[src/source/mem_consts.svh]
`ifndef MEM_CONSTS_SVH
`define MEM_CONSTS_SVH

// word address width, 1024 words = 4 KB
`define MEM_ADDR_WIDTH 10

// entries per response queue
`define RESP_DEPTH 4

// requester starts with one credit per queue slot
`define REQ_CREDITS `RESP_DEPTH

// response credits held by the scratchpad, per port
`define RESP_CREDITS 2

// returned on an instruction read that collides with a data write
`define POISON_WORD 32'hdeadbeef

`endif

[src/source/mem_pkg.sv]
`default_nettype none

package mem_pkg;

    typedef logic [7:0] byte_t;
    typedef logic [31:0] word_t;

    // data-port access size, encoded as log2 of the byte count
    typedef enum logic [1:0] {
        SIZE_BYTE = 2'd0,
        SIZE_HALF = 2'd1,
        SIZE_WORD = 2'd2
    } mem_size_t;

    // one word, decoded as byte lanes or as half lanes
    typedef union packed {
        byte_t [3:0]       bytes;   // bytes[0] at byte offset 0
        logic [1:0][15:0]  halves;  // halves[0] at byte offset 0
    } mem_word_u;

endpackage

`default_nettype wire

[src/source/store_formatter.sv]
`timescale 1ns/1ps
`default_nettype none

module store_formatter import mem_pkg::*; (
    input  logic      write,
    input  mem_size_t size,
    input  logic [1:0] offset,
    input  word_t     wdata,
    output logic [3:0] lane_en,
    output word_t     lane_data
);

    mem_word_u lanes;

    always_comb begin
        lanes = wdata;
        lane_en = 4'b0000;
        case (size)
            SIZE_BYTE: begin
                lanes.bytes = {4{wdata[7:0]}};  // low byte on every lane
                lane_en = 4'b0001 << offset;
            end
            SIZE_HALF: begin
                lanes.halves = {2{wdata[15:0]}};
                lane_en = 4'b0011 << offset;  // offset is 0 or 2
            end
            SIZE_WORD: lane_en = 4'b1111;
            default: lane_en = 4'b0000;
        endcase
        if (!write) lane_en = 4'b0000;  // loads never touch the array
    end

    assign lane_data = lanes;

    // misaligned stores are illegal on this port
    always_comb begin
        if (write) begin
            a_aligned: assert ((size == SIZE_BYTE)
                || (size == SIZE_HALF && !offset[0])
                || (size == SIZE_WORD && offset == 2'b00));
        end
    end

endmodule

`default_nettype wire

[config.mk]
export PLATFORM = sky130hd
export DESIGN_NAME = store_formatter
export DESIGN_NICKNAME = d
export VERILOG_FILES = /design/src/source/mem_consts.svh /design/src/source/mem_pkg.sv /design/src/source/store_formatter.sv
export SDC_FILE = /design/constraint.sdc
export NUM_CORES = 1
export LEC_CHECK = 0
export BUFFER_PORTS_ARGS = -buffer_cell sky130_fd_sc_hd__buf_2
export CAP_MARGIN = 10
export CORE_UTILIZATION = 35
export DETAILED_ROUTE_END_ITERATION = 8
export GPL_TIMING_DRIVEN = 0
export PLACE_DENSITY = 0.91
export REMOVE_ABC_BUFFERS = 1
export SYNTH_ARGS = -nofsm -noshare
export SYNTH_HDL_FRONTEND = slang
export SYNTH_SLANG_ARGS = --single-unit
[constraint.sdc]
create_clock -name vclk -period 2
set_input_delay 0.5 -clock vclk [all_inputs]
set_output_delay 0.5 -clock vclk [all_outputs]
set_load 0.005 [all_outputs]
# --- After elaboration in Yosys (flattened, before gate mapping) ---
# Index checks and enable logic that the tools add are counted.
totals:
  regBits: 0
  latchBits: 0
  mem_bits_rw: 0
  rom_bits: 0
  in_bits: 37
  n_memories: 0
classes:
  add_sub_neg: 0
  mul: 0
  n_div: 0
  order_cmp: 0
  n_eq_ne: 2
  shifts: 2
  n_mux: 3
  bitwise_logic: 0
  n_reduce_logical: 1
op_table:
  columns: ["cell", "count"]
  rows:
  - ["$pmux W32 S2", 1]
  - ["$pmux W4 S3", 1]
  - ["$mux W4", 1]
  - ["$shl A1 B2 Y4 const A", 1]
  - ["$shl A2 B2 Y4 const A", 1]
  - ["$eq A2 B1 Y1 const B", 1]
  - ["$eq A2 B2 Y1 const B", 1]
  - ["$logic_not A2 Y1", 1]

# --- Longest topological paths before layout ---
depth:
  ltp_word: 3
  ltp_mapped: 4
  mapped_depth_nobuf: 2

# --- Worst setup path after synthesis ---
# Ideal clock, no wire load.
synth_path:
  path_type: "in2out"
  start: "input port size[1]"
  end: "output port lane_en[0]"
  t_arrival_ps: 1051
  setup_slack_ps: 449
  cell_stages: 4
  path_buffers: 2
  cell_sequence: "buf_6 -> buf_8 -> nor3_1 -> o21a_1"
synth_via:
  elab_chain_cells: 3
  elab_cells_between_ends: 5
synth_lines:
  columns: ["element", "line_no", "source"]
  rows:
  - ["from (decl)", "store_formatter.sv:6", "input mem_size_t size,"]
  - ["$eq A2 B2 Y1, or another cell as far along", "store_formatter.sv:18", "case (size)"]
  - ["$pmux W4 S3 *", "store_formatter.sv:18", null]
  - ["$mux W4 *", "store_formatter.sv:30", "if (!write) lane_en = 4'b0000;"]
  - ["to (decl)", "store_formatter.sv:9", "output logic [3:0] lane_en,"]
# Mark *: on every way between the ends. The rest lies on a longest branch, timed or not.

# --- Worst setup path after layout ---
layout_path:
  start: "input port size[0]"
  end: "output port lane_data[9]"
layout_via:
  elab_chain_cells: 2
  elab_cells_between_ends: 3
layout_lines:
  columns: ["element", "line_no", "source"]
  rows:
  - ["$eq A2 B1 Y1 / $logic_not A2 Y1 (equally long branches)", "store_formatter.sv:18", null]
  - ["$pmux W32 S2 *", "store_formatter.sv:18", null]
  - ["to (decl)", "store_formatter.sv:10", "output word_t lane_data"]
# Marked as above.

==> results.cfg <==
[final_layout]
clock_buffers = 0
fin_util_pct = 60.5
nFlopsAndLatches = 0
syn2layout_area_growth_pct = 54.1
finalNetCount = 165
ff_latch_area_sq_um = 0
diodes = 0
drive_gt1_share_pct = 68.3

[timing]
slew_headroom_pct = 82.6
setup_viol = 0
fin_ws_ns = 0.0607
worstMarginPinSlew_ns = 0.260
fmax_ghz = 0.516
fin_crit_sh_pct = 97.0
fin_hold_ws_ns = 1.21
final_hold_viol_count = 0
min_period_ns = 1.94
slew_violations = 0
rsz0062_at_grt = false

[logic_synthesis]
synth_fa_ha_area_share_pct = 0
synthTopCellsByArea = mux2_1, mux2i_1, mux2_2, buf_4, o21ai_1
synth_top_cell_area_share_pct = 16.8
syn-cell-area_sq_um = 537
yosysUniqueCellTypes = 22
ys_warn_count = 0
synth_compound_area_share_pct = 17.2
muxShareOfSynthArea_pct = 49.9
synth_top_family_by_area = multiplexers
avgSynthCellArea_sq_um = 8.26
synth_common_cells = buf_4, mux2_1, mux2i_1, nand2_1, o21ai_1
yosys.area_share.simple_pct = 13.1
synthXorXnorAreaFrac_pct = 0
seq_area_frac_synth_pct = 0
synthCells = 65
yosysTopAreaCell = mux2_1

[setup_path]
worst-path-max-fanout = 14
critPathKind = in2out
startpoint_type = input port
cp-end-kind = output port
required_ns = 1.50
arrival_ns = 1.44

[min_path]
holdPathStages = 2
hold_class = in2out
hold_end = lane_data[4]
hp-start = wdata[4]

[floorplanning]
fp-row-count = 13
initial_core_util_pct = 39.3
dieArea_sq_um = 1690
fp.dieW_microns = 41.2
ioPinCount = 73
coreArea_sq_um = 1370
die_y_microns = 41.2

[drt]
routed-via-count = 695
routedWlPerCell_microns = 10.0
via_per_inst = 4.93
firstDrtPassIters = 4
drt_iter0_drc = 4
route.detailed.drc = 0
wirelength_microns = 1420
ant_nets = 0

[grt]
grt_pass1_vias = 495
grt_pass1_wl_microns = 1770
grt_overflow = 0
grt_max_degree = 30
antenna_found_initial = 0
track_usage_pct = 14.7

[placed_design]
gp_congestion = 0.685
hpwl_microns = 1180
io_buffers = 73
dp_slack_ns = -0.0736

[power]
report.power.total_mw = 0.180
power.leakage_nw = 0.477
ir_drop_uv = 136
power_density_nw_per_um2 = 217

[clock_network]
post_cts_buffers = 0

[run]
maxCapViolCount = 0

[outcome]
status = finished clean
report_power, final:
group	internal, mW	switching [mW]
Clock	0	0
Combinational	0.103	0.0767
Sequential	0	0
layout by cell type, fill, tap and decap left out:
cell	synthesis	final
buf_6	2	1
nor2_4	1	1
a21bo_2	1	1
mux2i_1	8	8
o21ai_1	8	8
buf_2	1	71
nand2_1	8	8
inv_2	1	1
buf_4	8	1
mux2_1	8	8
mux2_2	6	6
o21bai_1	1	1
mux2_4	2	2
o21ai_0	1	1
a31oi_2	1	1
a21oi_1	2	2
nand3b_1	1	1
or2b_1	1	1
and2b_2	1	1
nor3_1	1	1
o21a_1	1	1
metrics by stage:
| stage | cell area [sq um] | instances | TNS (ns) |
|---|---|---|---|
| after floorplan | 434 | 53 | 0 |
| after global placement | 818 | 141 | -0.435 |
| after detailed placement | 818 | 141 | -0.484 |
| after CTS | 821 | 141 | 0 |
| after global routing | 827 | 141 | 0 |
| final | 827 | 141 | 0 |
kinds of logic after synthesis:
kind of cell,count (synthesis)
muxes,24
AOI/OAI and AO/OA,15
and+or+nand+nor,13
buffers and inverters,13
critical path, stage by stage:
cell,delay (ns)
buf_4,0.18
nor2_4,0.26
mux2_1,0.36
buf_2,0.13
layer usage:
metal / share of wire (%) / vias to the layer above / GRT usage [%]
li1: - / 349 / -
met1: 38 / 303 / 14.6
met2: 53 / 43 / 30.9
met3: 9.5 / 0 / 2.72
met4: 0 / 0 / 2.42
met5: 0 / - / 0
how the worst max path moves through the flow:
stage	startpoint	endpoint	slack (ns)	depth (start not counted)
floorplan	size[0]	lane_data[10]	0.47	2
global placement	size[1]	lane_data[11]	-0.07	4
detailed placement	size[1]	lane_data[11]	-0.07	4
CTS	size[1]	lane_data[11]	0.006	4
global route	size[0]	lane_data[10]	0.02	4
finish	size[0]	lane_data[9]	0.06	4
final cells by class:
type                       instances  area, sq um
tap                               15         18.8
timing repair buffer              73          374
inverter                           1         3.75
fill                             128          539
multi-input combinational         52          430
what timing repair did:
item                                    in CTS  in global routing
endpoints found under the setup margin       8                  8
hold buffers                                 0                  0
gates resized for setup                      1                  3
pin swaps                                    1                  1
endpoints found under the hold margin        0                  0
No activity file was read; power rests on OpenSTA's default activity.
