$ cat src/source/mem_consts.svh
`ifndef MEM_CONSTS_SVH
`define MEM_CONSTS_SVH

// word address width, 1024 words = 4 KB
`define MEM_ADDR_WIDTH 10

// entries per response queue
`define RESP_DEPTH 4

// requester starts with one credit per queue slot
`define REQ_CREDITS `RESP_DEPTH

// response credits held by the scratchpad, per port
`define RESP_CREDITS 2

// returned on an instruction read that collides with a data write
`define POISON_WORD 32'hdeadbeef

`endif

$ cat src/source/mem_pkg.sv
`default_nettype none

package mem_pkg;

    typedef logic [7:0] byte_t;
    typedef logic [31:0] word_t;

    // data-port access size, encoded as log2 of the byte count
    typedef enum logic [1:0] {
        SIZE_BYTE = 2'd0,
        SIZE_HALF = 2'd1,
        SIZE_WORD = 2'd2
    } mem_size_t;

    // one word, decoded as byte lanes or as half lanes
    typedef union packed {
        byte_t [3:0]       bytes;   // bytes[0] at byte offset 0
        logic [1:0][15:0]  halves;  // halves[0] at byte offset 0
    } mem_word_u;

endpackage

`default_nettype wire

$ cat src/source/load_aligner.sv
`timescale 1ns/1ps
`default_nettype none

module load_aligner import mem_pkg::*; (
    input  word_t      rdata,
    input  mem_size_t  size,
    input  logic [1:0] offset,
    input  logic       is_signed,
    input  logic       is_store,
    output word_t      result
);

    mem_word_u  word_view;
    byte_t      sel_byte;
    logic [15:0] sel_half;

    assign word_view = rdata;
    assign sel_byte  = word_view.bytes[offset];
    assign sel_half  = word_view.halves[offset[1]];  // offset[0] is zero for halves

    always_comb begin
        case (size)
            SIZE_BYTE: begin
                if (is_signed) begin
                    result = {{24{sel_byte[7]}}, sel_byte};
                end else begin
                    result = {24'b0, sel_byte};
                end
            end
            SIZE_HALF: begin
                if (is_signed) begin
                    result = {{16{sel_half[15]}}, sel_half};
                end else begin
                    result = {16'b0, sel_half};
                end
            end
            SIZE_WORD: result = rdata;
            default: result = '0;
        endcase

        // store ack carries no data
        if (is_store) result = '0;
    end

endmodule

`default_nettype wire

$ cat config.mk
export PLATFORM = sky130hd
export DESIGN_NAME = load_aligner
export DESIGN_NICKNAME = d
export VERILOG_FILES = /design/src/source/mem_consts.svh /design/src/source/mem_pkg.sv /design/src/source/load_aligner.sv
export SDC_FILE = /design/constraint.sdc
export NUM_CORES = 1
export LEC_CHECK = 0
export BUFFER_PORTS_ARGS = -buffer_cell sky130_fd_sc_hd__buf_2
export CORE_AREA = 2 2 47 49
export DETAILED_ROUTE_END_ITERATION = 12
export DIE_AREA = 0 0 49 51
export PLACE_DENSITY = 0.87
export SLEW_MARGIN = 20
export SYNTH_ARGS = -nofsm -noshare
export SYNTH_HDL_FRONTEND = slang
export SYNTH_SLANG_ARGS = --single-unit
$ cat constraint.sdc
create_clock -name vclk -period 1.4
set_input_delay 0.07 -clock vclk [all_inputs]
set_output_delay 0.07 -clock vclk [all_outputs]
set_load 0.02 [all_outputs]
---- After elaboration in Yosys (flattened, before gate mapping) ----
Cells that the tools add are included.
operators by class
  order comparisons ....................... 2
  eq/ne operators ......................... 2
  muxes and demuxes ....................... 8
  reductions and logical operators ........ 1
operator list
  operator                                                              count
  32-bit 2-to-1 mux                                                     3
  32-bit case mux with 3 select lines                                   1
  16-bit 2-to-1 mux                                                     2
  8-bit binary-select mux with 2-bit select                             1
  8-bit 2-to-1 mux                                                      1
  2-bit by 3-bit < comparator with 1-bit output, second input constant  1
  2-bit by 1-bit == test with 1-bit output, second input constant       1
  2-bit == test, second input constant                                  1
  2-bit zero test                                                       1
  1-bit by 2-bit < comparator with 1-bit output, second input constant  1
storage, ports and cells
  register bits ........................... 0
  output and inout port bits .............. 32
  logic and storage cells ................. 13

---- Depth between registers and ports, before layout ----
  depth after elaboration ................. 5
  depth in mapped cells ................... 6
  depth with buffers taken out ............ 4

---- Worst setup path before layout ----
Ideal clock, no wire load.
  path kind ............................... input-to-output
  start ................................... input port size[0]
  end ..................................... output port result[20]
  arrival ................................. 1.235 ns
  path slack .............................. 0.095 ns
  stages .................................. 5
  path buffers ............................ 1
  cells stage by stage .................... or3_4 > o22ai_4 > o21ai_4 > buf_6 > a21oi_1
on the way
  word-level cells in the longest chain between the ends .. 3
RTL lines
  what                                   line                text
  start: declaration                     load_aligner.sv:6   input mem_size_t size,
  2-bit == test (tied with other cells)  load_aligner.sv:22  case (size)
  32-bit case mux with 3 select lines *  load_aligner.sv:22
  32-bit 2-to-1 mux *                    load_aligner.sv:42  if (is_store) result = '0;
  end: declaration                       load_aligner.sv:10  output word_t result
Mark *: on every way between the ends. The rest lies on a longest branch, timed or not.

---- Worst setup path after layout ----
  start ................................... input port offset[0]
  end ..................................... output port result[27]
on the way
  word-level cells in the longest chain between the ends .. 5
RTL lines
  what                                       line                text
  start: declaration                         load_aligner.sv:7   input logic [1:0] offset,
  8-bit binary-select mux with 2-bit select  load_aligner.sv:18  assign sel_byte = word_view.bytes[offset];
  8-bit 2-to-1 mux (not written as such)     load_aligner.sv:18
  32-bit 2-to-1 mux                          load_aligner.sv:24  if (is_signed) begin
  32-bit case mux with 3 select lines        load_aligner.sv:22
  32-bit 2-to-1 mux                          load_aligner.sv:42
No other way between the ends. The select of a mux whose other input is x is not followed.

==> flow_summary.json <==
{
  "status": "complete, but fails checks",
  "violations": "setup timing",
  "critPathKind": "input pin to output port",
  "routedWlPerCell_um": 14.3,
  "ant_nets": 0,
  "gp_congestion": 0.783,
  "critPathMaxFanout": 8,
  "die_h_um": 51,
  "max_stage_delay_ns": 0.39,
  "synth_top_area_share": 0.203,
  "hold_violations": 0,
  "final_nets": 229,
  "io_pins": 70,
  "diodes": 0,
  "fill_cells": 190,
  "drt_first_iter_violations": 15,
  "layout-drive-gt1-share": 0.598,
  "crit_chain": "buf_6 > or3_4 > o22ai_4 > o21ai_4 > buf_8 > a21oi_2 > buf_4",
  "grt_pass1_wl_um": 4220,
  "syn_to_final_growth_pct": 80.9,
  "critPathLaunch": "offset[0]",
  "path_depth": 7,
  "cp-end-kind": "output port",
  "synthTopCellsByCount": "30 x a21oi_1, 19 x nand2_1, 8 x nor2_1",
  "grt_pass1_vias": 1039,
  "design.seq.count": 0,
  "maxCapViolCount": 0,
  "min_path_cells": 4,
  "crit_buf_inv": 3,
  "start_util": 0.358,
  "worstMarginPinSlew_ns": 0.411,
  "grt.overflow.total": 0,
  "drv_slew": 0,
  "core-area_um2": 2060,
  "hold_start": "rdata[18]",
  "yosysWarnings": 0,
  "grt_setup_unrepaired": "yes",
  "syn_inst": 119,
  "irDropWorstVdd_v": 0.000254,
  "cp.required_ns": 1.33,
  "ff_latch_area_um2": 0,
  "ys_seq_area_frac": 0,
  "io_buffers": 70,
  "synth.avg_cell_area_um2": 6.21,
  "die_area_um2": 2500,
  "drt_wl_total_um": 3100,
  "die_w_um": 49,
  "drc": 0,
  "detail_route.first_pass.iterations": 4,
  "p_leak_nw": 0.636,
  "fmax_mhz": 684,
  "nClkBuffers": 0,
  "critPathLaunchType": "input pin",
  "num_vias": 1185,
  "p_per_area_nw_per_um2": 354,
  "synth.most_common_cell": "a21oi_1",
  "syn_nets": 157,
  "worstPathArrival_ns": 1.39,
  "viasPerCell": 5.46,
  "tns_ns": -0.488,
  "synth_area_leaders": "a21oi_1 20%, mux2_2 11%, nand2_1 9.6%, a22oi_1 7.1%, mux2i_1 6.8%",
  "setup_viol": 16,
  "fin_crit_sh": 1.04,
  "ys_types": 25,
  "grt_start_max_net_pins": 33,
  "synth_area_um2": 739,
  "post-route-min-period_ns": 1.46,
  "slew_headroom": 0.726,
  "gr-usage-all-layers": 0.204,
  "antenna_found_initial": 0,
  "pre_cts_ws_ns": -0.102,
  "num_rows": 17,
  "final_util": 0.648,
  "yosysTopAreaCell": "a21oi_1",
  "setup_ws_ns": -0.0612,
  "path_delay_family": "compound AO/OA/AOI/OAI gates",
  "hp-class": "input pin to output port",
  "slowest_stage": "or3_4",
  "hpwl_um": 2040
}
## cell usage in the layout, fill, tap and decap left out, types with 2 or more instances in the layout
| cell type | synthesis | routed |
|---|---|---|
| buf_2 | 4 | 50 |
| buf_4 | 0 | 23 |
| nand2_1 | 19 | 18 |
| a21oi_1 | 30 | 16 |
| a21oi_2 | 0 | 13 |
| nor2_1 | 8 | 8 |
| mux2_2 | 7 | 7 |
| a22oi_1 | 7 | 7 |
| buf_6 | 2 | 7 |
| mux2i_1 | 5 | 5 |
| a221oi_1 | 5 | 5 |
| nor3_1 | 4 | 4 |
| inv_1 | 4 | 4 |
| o21ai_0 | 3 | 3 |
| nor2b_1 | 3 | 2 |
| o221ai_1 | 2 | 2 |
| buf_12 | 0 | 2 |
## stage by stage
stage | instances | cell area (um2) | total power, mW | hold slack (ns)
floorplan | 119 | 739 | 0.249 | 0.313
global placement | 215 | 1160 | 0.403 | 0.486
detailed placement | 215 | 1160 | 0.408 | 0.489
CTS | 217 | 1180 | 0.416 | 0.493
global route | 217 | 1340 | 0.508 | 0.510
finish | 217 | 1340 | 0.473 | 0.498
## kinds of logic after synthesis
family	share of synthesized area
buffers and inverters	0.115
AOI/OAI and AO/OA	0.450
muxes	0.193
and+or+nand+nor	0.242
## final timing paths
kind	endpoint
worst max-delay path	result[27]
worst min-delay path	result[18]
## cell type report
class	count	area, um2	area share
well taps	28	35.0	0.0262
repair buffers	83	557	0.416
multi-input cells	102	731	0.546
inverters	4	15.0	0.0112
## worst min-delay path: cells and delay by family
kind                   cells  cell delay, ns
AOI/OAI and AO/OA          1            0.05
buffers and inverters      2            0.25
and+or+nand+nor            1            0.05
## where the power goes
part	internal, mW	total [mW]	switching [mW]	leakage [nW]
Combinational	0.214	0.473	0.260	0.636
Clock	0	0	0	0
Sequential	0	0	0	0
## timing repair
item                       CTS  global route
pin swaps                    1             5
setup buffers                2             0
setup endpoints to repair   24            27
resized for setup            3            43
hold buffers                 0             0
## metal layers
layer	vias to the layer above	GRT usage	routed length, um	share of wire
met2	63	0.404	1600	0.52
met1	533	0.228	1210	0.39
met4	0	0.0571	82	0.026
met3	10	0.0234	205	0.066
li1	579	-	-	-
met5	-	0	0	0
Note: power is estimated with default switching activity, not from simulation.
