==> src/source/mem_consts.svh <==
`ifndef MEM_CONSTS_SVH
`define MEM_CONSTS_SVH

// word address width, 1024 words = 4 KB
`define MEM_ADDR_WIDTH 10

// entries per response queue
`define RESP_DEPTH 4

// requester starts with one credit per queue slot
`define REQ_CREDITS `RESP_DEPTH

// response credits held by the scratchpad, per port
`define RESP_CREDITS 2

// returned on an instruction read that collides with a data write
`define POISON_WORD 32'hdeadbeef

`endif

==> src/source/resp_fifo.sv <==
`timescale 1ns/1ps
`default_nettype none

module resp_fifo #(
    parameter int WIDTH = 32,
    parameter int DEPTH = 4
) (
    input  logic             clk,
    input  logic             reset_reg,
    input  logic             push,
    input  logic [WIDTH-1:0] push_data,
    input  logic             pop,
    output logic [WIDTH-1:0] head,
    output logic             empty,
    output logic             full
);

    localparam int PTR_W = (DEPTH > 1) ? $clog2(DEPTH) : 1;
    localparam int CNT_W = $clog2(DEPTH + 1);

    logic [WIDTH-1:0] slots [DEPTH];
    logic [PTR_W-1:0] wr_ptr;
    logic [PTR_W-1:0] rd_ptr;
    logic [CNT_W-1:0] count;

    assign head  = slots[rd_ptr];
    assign empty = (count == '0);
    assign full  = (count == CNT_W'(DEPTH));

    always_ff @(posedge clk) begin
        if (reset_reg) begin
            wr_ptr <= '0;
            rd_ptr <= '0;
            count  <= '0;
        end else begin
            if (push) wr_ptr <= (wr_ptr == PTR_W'(DEPTH - 1)) ? '0 : wr_ptr + 1'b1;
            if (pop) rd_ptr <= (rd_ptr == PTR_W'(DEPTH - 1)) ? '0 : rd_ptr + 1'b1;
            count <= count + CNT_W'(push) - CNT_W'(pop);
        end
    end

    always_ff @(posedge clk) begin
        if (push) slots[wr_ptr] <= push_data;
    end

    a_no_overflow: assert property (@(posedge clk) disable iff (reset_reg) push |-> !full);
    a_no_underflow: assert property (@(posedge clk) disable iff (reset_reg) pop |-> !empty);

endmodule

`default_nettype wire

==> config.mk <==
export PLATFORM = sky130hd
export DESIGN_NAME = resp_fifo
export DESIGN_NICKNAME = d
export VERILOG_FILES = /design/src/source/mem_consts.svh /design/src/source/resp_fifo.sv
export SDC_FILE = /design/constraint.sdc
export NUM_CORES = 1
export LEC_CHECK = 0
export ABC_AREA = 1
export BUFFER_PORTS_ARGS = -buffer_cell sky130_fd_sc_hd__buf_4
export CAP_MARGIN = 15
export CORE_ASPECT_RATIO = 1.5
export CORE_MARGIN = 10
export CORE_UTILIZATION = 35
export CTS_BUF_LIST = sky130_fd_sc_hd__clkbuf_8 sky130_fd_sc_hd__clkbuf_16
export DETAILED_ROUTE_END_ITERATION = 7
export HOLD_SLACK_MARGIN = 0.05
export PLACE_DENSITY = 0.52
export SLEW_MARGIN = 20
export SYNTH_ARGS = -nofsm -noshare
export SYNTH_HDL_FRONTEND = slang
export SYNTH_SLANG_ARGS = --single-unit
==> constraint.sdc <==
create_clock -name clk -period 1.84 [get_ports clk]
set_input_delay 0.092 -clock clk [delete_from_list [all_inputs] [get_ports clk]]
set_output_delay 0.092 -clock clk [all_outputs]
set_load 0.03 [all_outputs]
After elaboration in Yosys (flattened, before gate mapping)
Memory sizes are Yosys's and may differ from the RTL's. A register that Yosys moved wholly into a read port is not among the register bits.
Cells that the tools add are included.
- register bits: 7
- memory bits (writable): 128
- output and inout bits: 34
- logic and storage cells: 18
- memories: 1
- add/sub/neg operators: 4
- equal/unequal tests: 3
- mux-type cells: 6
- reduce and logical (&&, ||, !) cells: 1
- memory list (name ; words ; bits a word ; rd ports ; clocked after memory_dff ; write ports ; line ; RTL):
    slots ; 4 ; 32 ; 1 ; 1 ; 1 ; resp_fifo.sv:21 ; logic [WIDTH-1:0] slots [DEPTH];
- operator list (operator ; count):
    $mux W2 ; 4
    $add A2 B1 Y2 const B ; 2
    $eq A2 B2 Y1 const B ; 2
    $add A3 B1 Y3 ; 1
    $eq A3 B3 Y1 const B ; 1
    $logic_not A3 Y1 ; 1
    $sub A3 B1 Y3 ; 1
    $mux W1 ; 2

Depth between registers and ports, before layout
- depth in word-level cells: 4
- mapped depth: 8
- depth with buffers taken out: 8

Worst setup path before layout
No wires, ideal clock.
- path kind: register to register
- start point: reg wr_ptr[0]
- end point: mem slots[2][0] (enable)
- setup time: 387 ps
- arrival time: 1218 ps
- path slack: 236 ps
- stages on the path, launching flop included: 5
- path buffers: 0
- clock period less this slack: 1604 ps
- cell sequence: dfxtp_1 -> inv_1 -> ha_1 -> nand2_1 -> inv_1
- RTL lines (element ; line ; RTL):
    from (decl) ; resp_fifo.sv:22 ; logic [PTR_W-1:0] wr_ptr;
    from (signal assigned) ; resp_fifo.sv:36 ; if (push) wr_ptr <= (wr_ptr == PTR_W'(DEPTH - 1)) ? '0 : wr_ptr + 1'b1;
    to (decl) ; resp_fifo.sv:21 ;
Straight into the memory's write port.

==> results.json <==
{
  "status": "complete, no violations",
  "clkLatencyLatePin_ns": 0.41,
  "drt_iter0_drc": 142,
  "arrival_ns": 1.56,
  "cts_inserted_buffers": 17,
  "cpMostUsedCell": "buf_4",
  "synth_warnings": 0,
  "synth-seq-cells": 137,
  "antenna_cells": 0,
  "required_ns": 1.75,
  "synth_area_leaders": "edfxtp_1 70%, inv_1 5.4%, nand2_1 5.0%",
  "critical_path_peak_fanout": 36,
  "clockBufferDepth": 2,
  "syn_area_um2": 5530,
  "io_pins": 70,
  "finalSetupTns_ns": 0,
  "crit_path_end_kind": "output pin",
  "synth.net_count": 476,
  "numPortBuffers": 69,
  "path_cells": "buf_4 > o211ai_1 > nand2_1 > buf_4",
  "clkTransAtPathRegs_ns": 0.06,
  "switching_share": 0.244,
  "grt_pass1_vias": 3535,
  "post-route-min-period_ns": 1.66,
  "drtAntennaViolNets": 0,
  "fin_worst_skew_ns": 0.00979,
  "hold-path-cell-count": 2,
  "dpl.hpwl_mm": 6.85,
  "p_seq_frac": 0.450,
  "clock-sinks": 137,
  "path_buf_inv": 2,
  "routed_via_density": 4.45,
  "floorplan.initialDensity": 0.355,
  "die-area_um2": 21300,
  "cp_slowest_stage_delay_ns": 0.36,
  "power_leakage_nw": 2.85,
  "grt_max_degree": 65,
  "layout_commonest_cell": "edfxtp_1",
  "maxSlewViolCount": 0,
  "place_congestion": 0.720,
  "area.sequential_um2": 4030,
  "final_net_count": 589,
  "syn_avg_cell_area_um2": 12.8,
  "postLayoutCoreUtil": 0.462,
  "ir_drop_mv": 0.481,
  "cts_root_buf": "clkbuf_16",
  "dieHeight_um": 174,
  "ys_types": 18,
  "worstReg2RegEnd": "count[2]$_SDFF_PP0_",
  "cp_top_family": "buffers and inverters",
  "power.density_nw_per_um2": 1120,
  "synth_top_area_cell": "edfxtp_1",
  "crit_type": "flip-flop to output pin",
  "drive_gt1_frac": 0.199,
  "start_kind": "flip-flop",
  "max-slew-margin-rel": 0.731,
  "min_path_type": "primary input to flip-flop",
  "rsz0062_at_grt": "no",
  "vias": 3387,
  "clockPowerShare": 0.412,
  "final_cell_mix": "128 x edfxtp_1, 78 x buf_4, 77 x inv_1",
  "synth_top_area_frac": 0.695,
  "drc": 0,
  "post_cts_resized": 0,
  "avgRoutedWirePerCell_um": 14.4,
  "finalWirelength_mm": 11.0,
  "cap_viol_max_count": 0,
  "slowest_stage": "buf_4",
  "worst_pin_slew_ns": 0.403,
  "pwr-share-comb": 0.139,
  "internal_power_mw": 6.10,
  "firstDrtPassIters": 4,
  "design_area_um2": 7180,
  "cts_tree": "built",
  "gr-total-overflow": 0,
  "syn_inst": 432,
  "coreArea_um2": 15600,
  "fmax_ghz": 0.604,
  "rr_startpoint": "count[0]$_SDFF_PP0_",
  "fillers": 1430,
  "cts-htree-levels": 4,
  "rr_worst_depth": 7,
  "grt_antenna_before_repair": 0,
  "num_rows": 56,
  "multi_input_area_um2": 1020,
  "min-delay-start": "push_data[22]",
  "ys_seq_area_frac": 0.728,
  "fin_crit_sh": 0.900,
  "placed_area_um2": 6240,
  "dieWidth_um": 123,
  "syn_to_final_growth_pct": 29.8,
  "track_usage": 0.110,
  "hold_viol_final": 0,
  "r2r_slack_ns": 0.29,
  "min_to": "slots[2][22]$_DFFE_PP_",
  "power_switching_mw": 1.97,
  "grt_pass1_wl_mm": 17.9,
  "setup_viol": 0
}
power by group through the flow:
stage / sequential (mW) / combinational [mW] / clock (mW)
final: 3.63 / 1.12 / 3.32
after floorplan: 3.68 / 0.679 / 0
after CTS: 3.63 / 1.15 / 3.42
after global placement: 3.69 / 1.07 / 0
after detailed placement: 3.69 / 1.08 / 0
after global routing: 3.64 / 1.23 / 3.54
synth_stat cells:
cell type	number
ha_1	7
buf_6	8
edfxtp_1	128
nor3_1	2
o211ai_1	32
o21ai_1	8
buf_4	1
buf_2	10
fa_1	1
dfxtp_1	9
nand2_1	73
nor2_1	9
nand3_1	1
clkbuf_8	3
inv_1	79
o21ai_0	25
xnor2_1	1
a21oi_1	35
per-layer routing:
layer / GRT usage / share of wire
met4: 0.0488 / 0.011
met5: 0 / 0
met3: 0.0376 / 0.039
met1: 0.121 / 0.42
met2: 0.184 / 0.53
worst max path at each step:
| stage | from | to | slack [ns] | cells after the start |
|---|---|---|---|---|
| 6_report | flip-flop | head[27] | 0.18 | 4 |
| 3_5_place_dp | count[0]$_SDFF_PP0_ | count[2]$_SDFF_PP0_ | 0.28 | 7 |
| 4_1_cts | flip-flop | head[27] | 0.13 | 4 |
| 2_1_floorplan | wr_ptr[0]$_SDFFE_PP0P_ | slots[2][0]$_DFFE_PP_ | 0.24 | 4 |
| 5_1_grt | flip-flop | head[1] | 0.05 | 5 |
| 3_3_place_gp | count[0]$_SDFF_PP0_ | count[2]$_SDFF_PP0_ | 0.33 | 7 |
stage by stage:
stage          std cells  setup slack (ns)  total power, mW  hold slack, ns
6_report             761             0.184             8.06           0.427
2_1_floorplan        432             0.236             4.36           0.163
5_1_grt              761            0.0545             8.41           0.416
3_3_place_gp         694             0.326             4.75           0.292
4_1_cts              761             0.129             8.19           0.403
3_5_place_dp         694             0.285             4.77           0.299
repair_timing:
item | in CTS | in global routing
endpoints found under the hold margin | 137 | 0
hold buffers | 35 | 0
setup buffers | 0 | 0
final cells by class:
cell class / instances / area share
repair buffers: 116 / 0.139
multi-input cells: 194 / 0.142
inverters: 79 / 0.0413
clock buffers: 17 / 0.0593
well taps: 203 / 0.0354
flip-flops and latches: 137 / 0.561
clock inverters: 15 / 0.0221
registers in the layout (all words and copies together), names as in the netlist, named ones only:
name    cells
slots     128
wr_ptr      2
rd_ptr      2
count       3
logic make-up after synthesis:
logic type                 Yosys count  share of synthesized area
buffers and inverters              101                     0.0878
xor gates and xnor gates             1                    0.00158
and+or+nand+nor                     85                     0.0584
AOI/OAI and AO/OA                  100                      0.105
DFF                                137                      0.728
adders and majority gates            8                     0.0195
No activity file was read; power rests on OpenSTA's default activity.
