$ cat src/source/mem_consts.svh
`ifndef MEM_CONSTS_SVH
`define MEM_CONSTS_SVH

// word address width, 1024 words = 4 KB
`define MEM_ADDR_WIDTH 10

// entries per response queue
`define RESP_DEPTH 4

// requester starts with one credit per queue slot
`define REQ_CREDITS `RESP_DEPTH

// response credits held by the scratchpad, per port
`define RESP_CREDITS 2

// returned on an instruction read that collides with a data write
`define POISON_WORD 32'hdeadbeef

`endif

$ cat src/source/mem_pkg.sv
`default_nettype none

package mem_pkg;

    typedef logic [7:0] byte_t;
    typedef logic [31:0] word_t;

    // data-port access size, encoded as log2 of the byte count
    typedef enum logic [1:0] {
        SIZE_BYTE = 2'd0,
        SIZE_HALF = 2'd1,
        SIZE_WORD = 2'd2
    } mem_size_t;

    // one word, decoded as byte lanes or as half lanes
    typedef union packed {
        byte_t [3:0]       bytes;   // bytes[0] at byte offset 0
        logic [1:0][15:0]  halves;  // halves[0] at byte offset 0
    } mem_word_u;

endpackage

`default_nettype wire

$ cat src/source/mem_ctrl.sv
`timescale 1ns/1ps
`default_nettype none

`include "mem_consts.svh"

module mem_ctrl import mem_pkg::*; (
    input  logic                       clk,
    input  logic                       reset_reg,
    input  logic                       i_req_valid,
    input  logic                       i_resp_credit,
    input  logic                       d_req_valid,
    input  logic                       d_req_write,
    input  mem_size_t                  d_req_size,
    input  logic                       d_req_signed,
    input  logic [`MEM_ADDR_WIDTH+1:0] d_req_addr,
    input  logic                       d_resp_credit,
    input  logic                       i_empty,
    input  logic                       d_empty,
    output logic                       i_req_credit,
    output logic                       d_req_credit,
    output logic                       i_push,
    output logic                       d_push,
    output logic                       i_pop,
    output logic                       d_pop,
    output logic                       ram_en,
    output mem_size_t                  d_size_q,
    output logic [1:0]                 d_offset_q,
    output logic                       d_signed_q,
    output logic                       d_store_q,
    output logic [1:0]                 d_offset
);

    localparam int CNT_W = $clog2(`RESP_CREDITS + 1);
    localparam int OUT_W = $clog2(`RESP_DEPTH + 1) + 1;  // one spare bit to see overrun

    // index 0 is the instruction port, 1 the data port
    logic [1:0] req_v;
    logic [1:0] resp_cr;
    logic [1:0] pop;
    logic [1:0] req_cr;
    logic [CNT_W-1:0] resp_cnt [2];
    logic [OUT_W-1:0] outstanding [2];  // requests whose credit is still out
    logic i_inflight;
    logic d_inflight;

    assign req_v   = {d_req_valid, i_req_valid};
    assign resp_cr = {d_resp_credit, i_resp_credit};
    assign req_cr  = {d_req_credit, i_req_credit};

    assign pop[0] = !i_empty && (resp_cnt[0] != '0);
    assign pop[1] = !d_empty && (resp_cnt[1] != '0);
    assign i_pop  = pop[0];
    assign d_pop  = pop[1];

    assign ram_en   = i_req_valid || d_req_valid;
    assign d_offset = d_req_addr[1:0];
    assign i_push   = i_inflight;  // ram data is valid one cycle after accept
    assign d_push   = d_inflight;

    always_ff @(posedge clk) begin
        if (reset_reg) begin
            i_inflight   <= 1'b0;
            d_inflight   <= 1'b0;
            i_req_credit <= 1'b0;
            d_req_credit <= 1'b0;
            for (int p = 0; p < 2; p++) begin
                resp_cnt[p]    <= CNT_W'(`RESP_CREDITS);
                outstanding[p] <= '0;
            end
        end else begin
            i_inflight   <= i_req_valid;
            d_inflight   <= d_req_valid;
            i_req_credit <= pop[0];  // credit back the cycle after the pop
            d_req_credit <= pop[1];
            for (int p = 0; p < 2; p++) begin
                resp_cnt[p]    <= resp_cnt[p] - CNT_W'(pop[p]) + CNT_W'(resp_cr[p]);
                outstanding[p] <= outstanding[p] + OUT_W'(req_v[p]) - OUT_W'(req_cr[p]);
            end
        end
    end

    // in-flight data-side record, consumed by the aligner
    always_ff @(posedge clk) begin
        if (d_req_valid) begin
            d_size_q   <= d_req_size;
            d_offset_q <= d_req_addr[1:0];
            d_signed_q <= d_req_signed;
            d_store_q  <= d_req_write;
        end
    end

    for (genvar p = 0; p < 2; p++) begin : g_chk
        // requester returned more response credits than it was given
        a_resp_cnt_max: assert property (@(posedge clk) disable iff (reset_reg)
            resp_cnt[p] <= CNT_W'(`RESP_CREDITS));
        // queue entries plus in-flight never outnumber the slots,
        // so a push never lands on a full queue
        a_no_oversubscribe: assert property (@(posedge clk) disable iff (reset_reg)
            outstanding[p] <= OUT_W'(`RESP_DEPTH));
    end

endmodule

`default_nettype wire

$ cat config.mk
export PLATFORM = sky130hd
export DESIGN_NAME = mem_ctrl
export DESIGN_NICKNAME = d
export VERILOG_FILES = /design/src/source/mem_pkg.sv /design/src/source/mem_ctrl.sv
export VERILOG_INCLUDE_DIRS = /design/src /design/src/source
export SDC_FILE = /design/constraint.sdc
export NUM_CORES = 1
export LEC_CHECK = 0
export BUFFER_PORTS_ARGS = -buffer_cell sky130_fd_sc_hd__buf_2
export CORE_MARGIN = 4
export CORE_UTILIZATION = 40
export CTS_CLUSTER_DIAMETER = 120
export DETAILED_ROUTE_END_ITERATION = 10
export PLACE_DENSITY_LB_ADDON = 0.05
export SLEW_MARGIN = 10
export SYNTH_ARGS = -nofsm -noshare
export SYNTH_HDL_FRONTEND = slang
export SYNTH_SLANG_ARGS = --single-unit
$ cat constraint.sdc
create_clock -name clk -period 2.95 [get_ports clk]
set_input_delay 0.59 -clock clk [delete_from_list [all_inputs] [get_ports clk]]
set_output_delay 0.59 -clock clk [all_outputs]
set_load 0.02 [all_outputs]
; After elaboration in Yosys (flattened, before gate mapping)
; Memories as Yosys holds them, arrays and structs flattened.
; Cells that the tools add are included.
[op_classes]
bitwise_logic = 2
n_reduce_logical = 7
add_sub_neg = 4
muxes = 5
[ops]
columns = cell, n
row1 = $add A2 B1 Y2, 2
row2 = $mux W2, 2
row3 = $reduce_bool A2 Y1, 2
row4 = $sub A2 B1 Y2, 2
row5 = $mux W1, 3
row6 = $logic_and A1 B1 Y1, 2
row7 = $logic_not A1 Y1, 2
row8 = $or A1 B1 Y1, 2
row9 = $logic_or A1 B1 Y1, 1
[word_totals]
mem_count = 1
in_bits = 24
output_inout_bits = 15
mem_bits_rw = 4
wordCells = 27
ff_bits = 10
[memory_table]
columns = name, words, width, rd, rd_ports_with_merged_regs, write_ports, line
row1 = resp_cnt, 2, 2, 2, 0, 2, mem_ctrl.sv:41  ; logic [CNT_W-1:0] resp_cnt [2];

; Depth between registers and ports, before layout
[logic_depth]
depth_word = 5
depth_mapped = 7
depth_no_buf = 7

; Worst setup path before layout
; No wires, ideal clock.
[synth_path]
path_kind = in2reg
start = in i_empty
end = mem resp_cnt[0][1] (netlist bit)
t_required_ps = 2890
path_buffers = 0
path_stages = 6
slack_ps = 1224
arrival_time_ps = 1666
path_cell_list = nor2_1 -> ha_1 -> inv_1 -> ha_1 -> xnor3_1 -> nand2b_1
[synth_rtl]
columns = element, line
row1 = "start, declared", mem_ctrl.sv:17  ; input logic i_empty,
row2 = "end, declared", mem_ctrl.sv:41

; Final worst setup path
[layout_path]
start = in d_req_valid
end = out ram_en
[layout_via]
elab_chain_cells = 1
[layout_lines]
columns = element, line
row1 = "start, declared", mem_ctrl.sv:11  ; input logic d_req_valid,
row2 = $logic_or A1 B1 Y1, mem_ctrl.sv:55  ; assign ram_en = i_req_valid || d_req_valid;
row3 = "end, declared", mem_ctrl.sv:25  ; output logic ram_en,
; Every way passes these cells.

==> flow_summary.toml <==
[clock_network]
clock-root-buffer = "clkbuf_4"
clk_pin_slew_ns = 0.08
clock-sinks = 14
cts_setup_buffers = 0
cts_tree = "done"
cts_resized = 0
ctsHoldBuffers = 0
worstSkewPairLatency_ns = 0.27
htreeDepth = 1
cts_made_buffers = 3
clock_path_buffers = 2

[sta]
rsz0062_at_grt = "no"
finalSetupTns_ns = 0
maxSlewHeadroom_pct = 89.59
fin_crit_ns = 1.786
final-setup-viol-count = 0
fmax_mhz = 559.8
maxSlewViolCount = 0
fin_skew_ns = 0.0003492
tightest_slew_ns = 0.1562
setup_ws_ns = 1.164
hold_viol_final = 0
timing.final.crit_share_pct = 60.55

[min_path]
hold_path.class = "input pin to flop"
whs_path_depth = 2
hold_start = "d_empty"
whs_endpoint = "d_req_credit$_SDFF_PP0_"

[detailed_routing]
ant_nets = 0
totalWireLength_um = 810
first_iter_violations = 2
post_drt_wl_per_cell_um = 9.759
avgViaCountPerCell = 4.349
drc_errors = 0
routed-via-count = 361
drtPass1Iterations = 2

[yosys]
synth_top_area_share_pct = 33.72
netlist_area_um2 = 534.3
syn_inst = 39
yosys_warnings = 0
ys_seq_area_share_pct = 63.70
ys_seq_elements = 14
ys_types = 11
syn_nets = 67
post_synth.cell_area_avg_um2 = 13.70
yosysTopAreaCell = "edfxtp_1"
synth_area_leaders = "edfxtp_1, dfxtp_1, ha_1, xnor3_1, nor2b_1"

[critical_path]
worstRegToRegCells = 7
r2r_start = "resp_cnt[0][3]$_SDFF_PP1_"
regToRegSetupSlack_ns = 1.62
arrival_ns = 1.20
crit_path_end_kind = "output port"
worstPathMaxFanout = 8
worstSetupStartpoint = "d_req_valid"
timing.rr.end = "resp_cnt[0][3]$_SDFF_PP1_"
cp_data_required_time_ns = 2.36
critical_path_class = "input pin to output port"
start_kind = "input pin"

[floorplanning]
core_area_um2 = 1186
die_x_um = 44.55
initial_core_util_pct = 45.04
ios = 39
die_h_um = 44.55
core.rowCount = 12
fp.dieArea_um2 = 1984

[power_and_ir_drop]
p_leak_nw = 0.3528
powerDensity_nw_per_um2 = 776.9
vdd_drop_max_uv = 472.4

[run_status]
status = "finished clean"

[global_routing]
grt_use_total_pct = 8.801
grt_pass1_vias = 304
grt_overflow = 0
grt_pass1_wl_um = 1228
grt_max_degree = 9
antenna_found_initial = 0

[placed_design]
dpl.hpwl_um = 672.3
numPortBuffers = 28
dp_slack_ns = 1.159
gp_congestion = 0.6416

[final_layout]
fin_nets = 98
synthToLayoutAreaGrowth_pct = 31.62
antenna_cells = 0
drive_gt1_share_pct = 46.38

[job]
maxCapViolations = 0
-- power by group --
group          total [mW]  switching, mW  internal, mW
Clock               0.105         0.0564        0.0489
Sequential          0.252         0.0133         0.239
Combinational       0.189         0.0829         0.106
Total               0.546          0.153         0.394
-- critical path, stage by stage --
cell	delay (ns)
buf_2	0.15
or2_2	0.29
buf_2	0.16
-- how the worst max path moves through the flow --
stage / end / slack, ns / depth (start not counted)
floorplan: resp_cnt[0][1]$_SDFF_PP1_ / 1.22 / 6
global placement: ram_en / 1.16 / 3
detailed placement: ram_en / 1.16 / 3
CTS: ram_en / 1.16 / 3
global route: ram_en / 1.13 / 3
finish: ram_en / 1.16 / 3
-- area by class of cell --
cell class / instances / area, um^2
sequential: 14 / 340.3
clock buffer: 3 / 22.52
inverter: 4 / 15.01
multi-input combinational: 19 / 163.9
clock inverter: 1 / 3.754
timing repair buffer: 28 / 140.1
fill: 121 / 483.0
tap: 14 / 17.52
-- routing by layer --
layer,track usage (%),vias up,wire [um]
li1,-,187,-
met1,8.816,158,313
met2,14.61,16,396
met3,4.065,0,100
met4,5.422,0,0
met5,0,-,0
-- registers in the layout, indices dropped and copies added, names as in the netlist --
name,count
d_offset_q,2
d_push,1
d_req_credit,1
d_signed_q,1
d_size_q,2
d_store_q,1
i_push,1
i_req_credit,1
resp_cnt,4
-- cells in the mapped netlist, drive strengths merged --
master,count
xnor3,2
dfxtp,8
or2,1
edfxtp,6
buf,2
inv,4
nor2b,4
ha,4
nand2b,2
nor2,4
nor3,2
-- per-stage QoR --
step	instances	hold WS (ns)	cell area (um^2)	util (%)	power, mW
finish	83	0.4863	703.2	59.28	0.5463
global route	83	0.4690	703.2	59.28	0.5896
CTS	83	0.4766	703.2	59.28	0.5565
detailed placement	79	0.5143	676.9	57.07	0.4514
global placement	79	0.5060	676.9	57.07	0.4481
floorplan	39	0.4913	534.3	-	0.4066
-- cells by family (layout without fill, tap and decap cells) --
| group | Yosys count | after routing | synth area share, % |
|---|---|---|---|
| XOR/XNOR | 2 | 2 | 8.430 |
| buffers and inverters | 6 | 36 | 5.619 |
| AND/OR/NAND/NOR | 13 | 13 | 12.88 |
| adder cells (fa/ha/maj) | 4 | 4 | 9.368 |
| flip-flops | 14 | 14 | 63.70 |
-- cell usage in the layout, fill, tap and decap left out --
cell       n
dfxtp_1    8
nand2b_1   2
nor2b_1    4
buf_2     28
nor2_1     4
inv_1      4
xnor3_1    2
or2_2      1
edfxtp_1   6
nor3_1     2
clkinv_1   1
clkbuf_4   3
ha_1       4
Power figures use the tool's default switching activity.
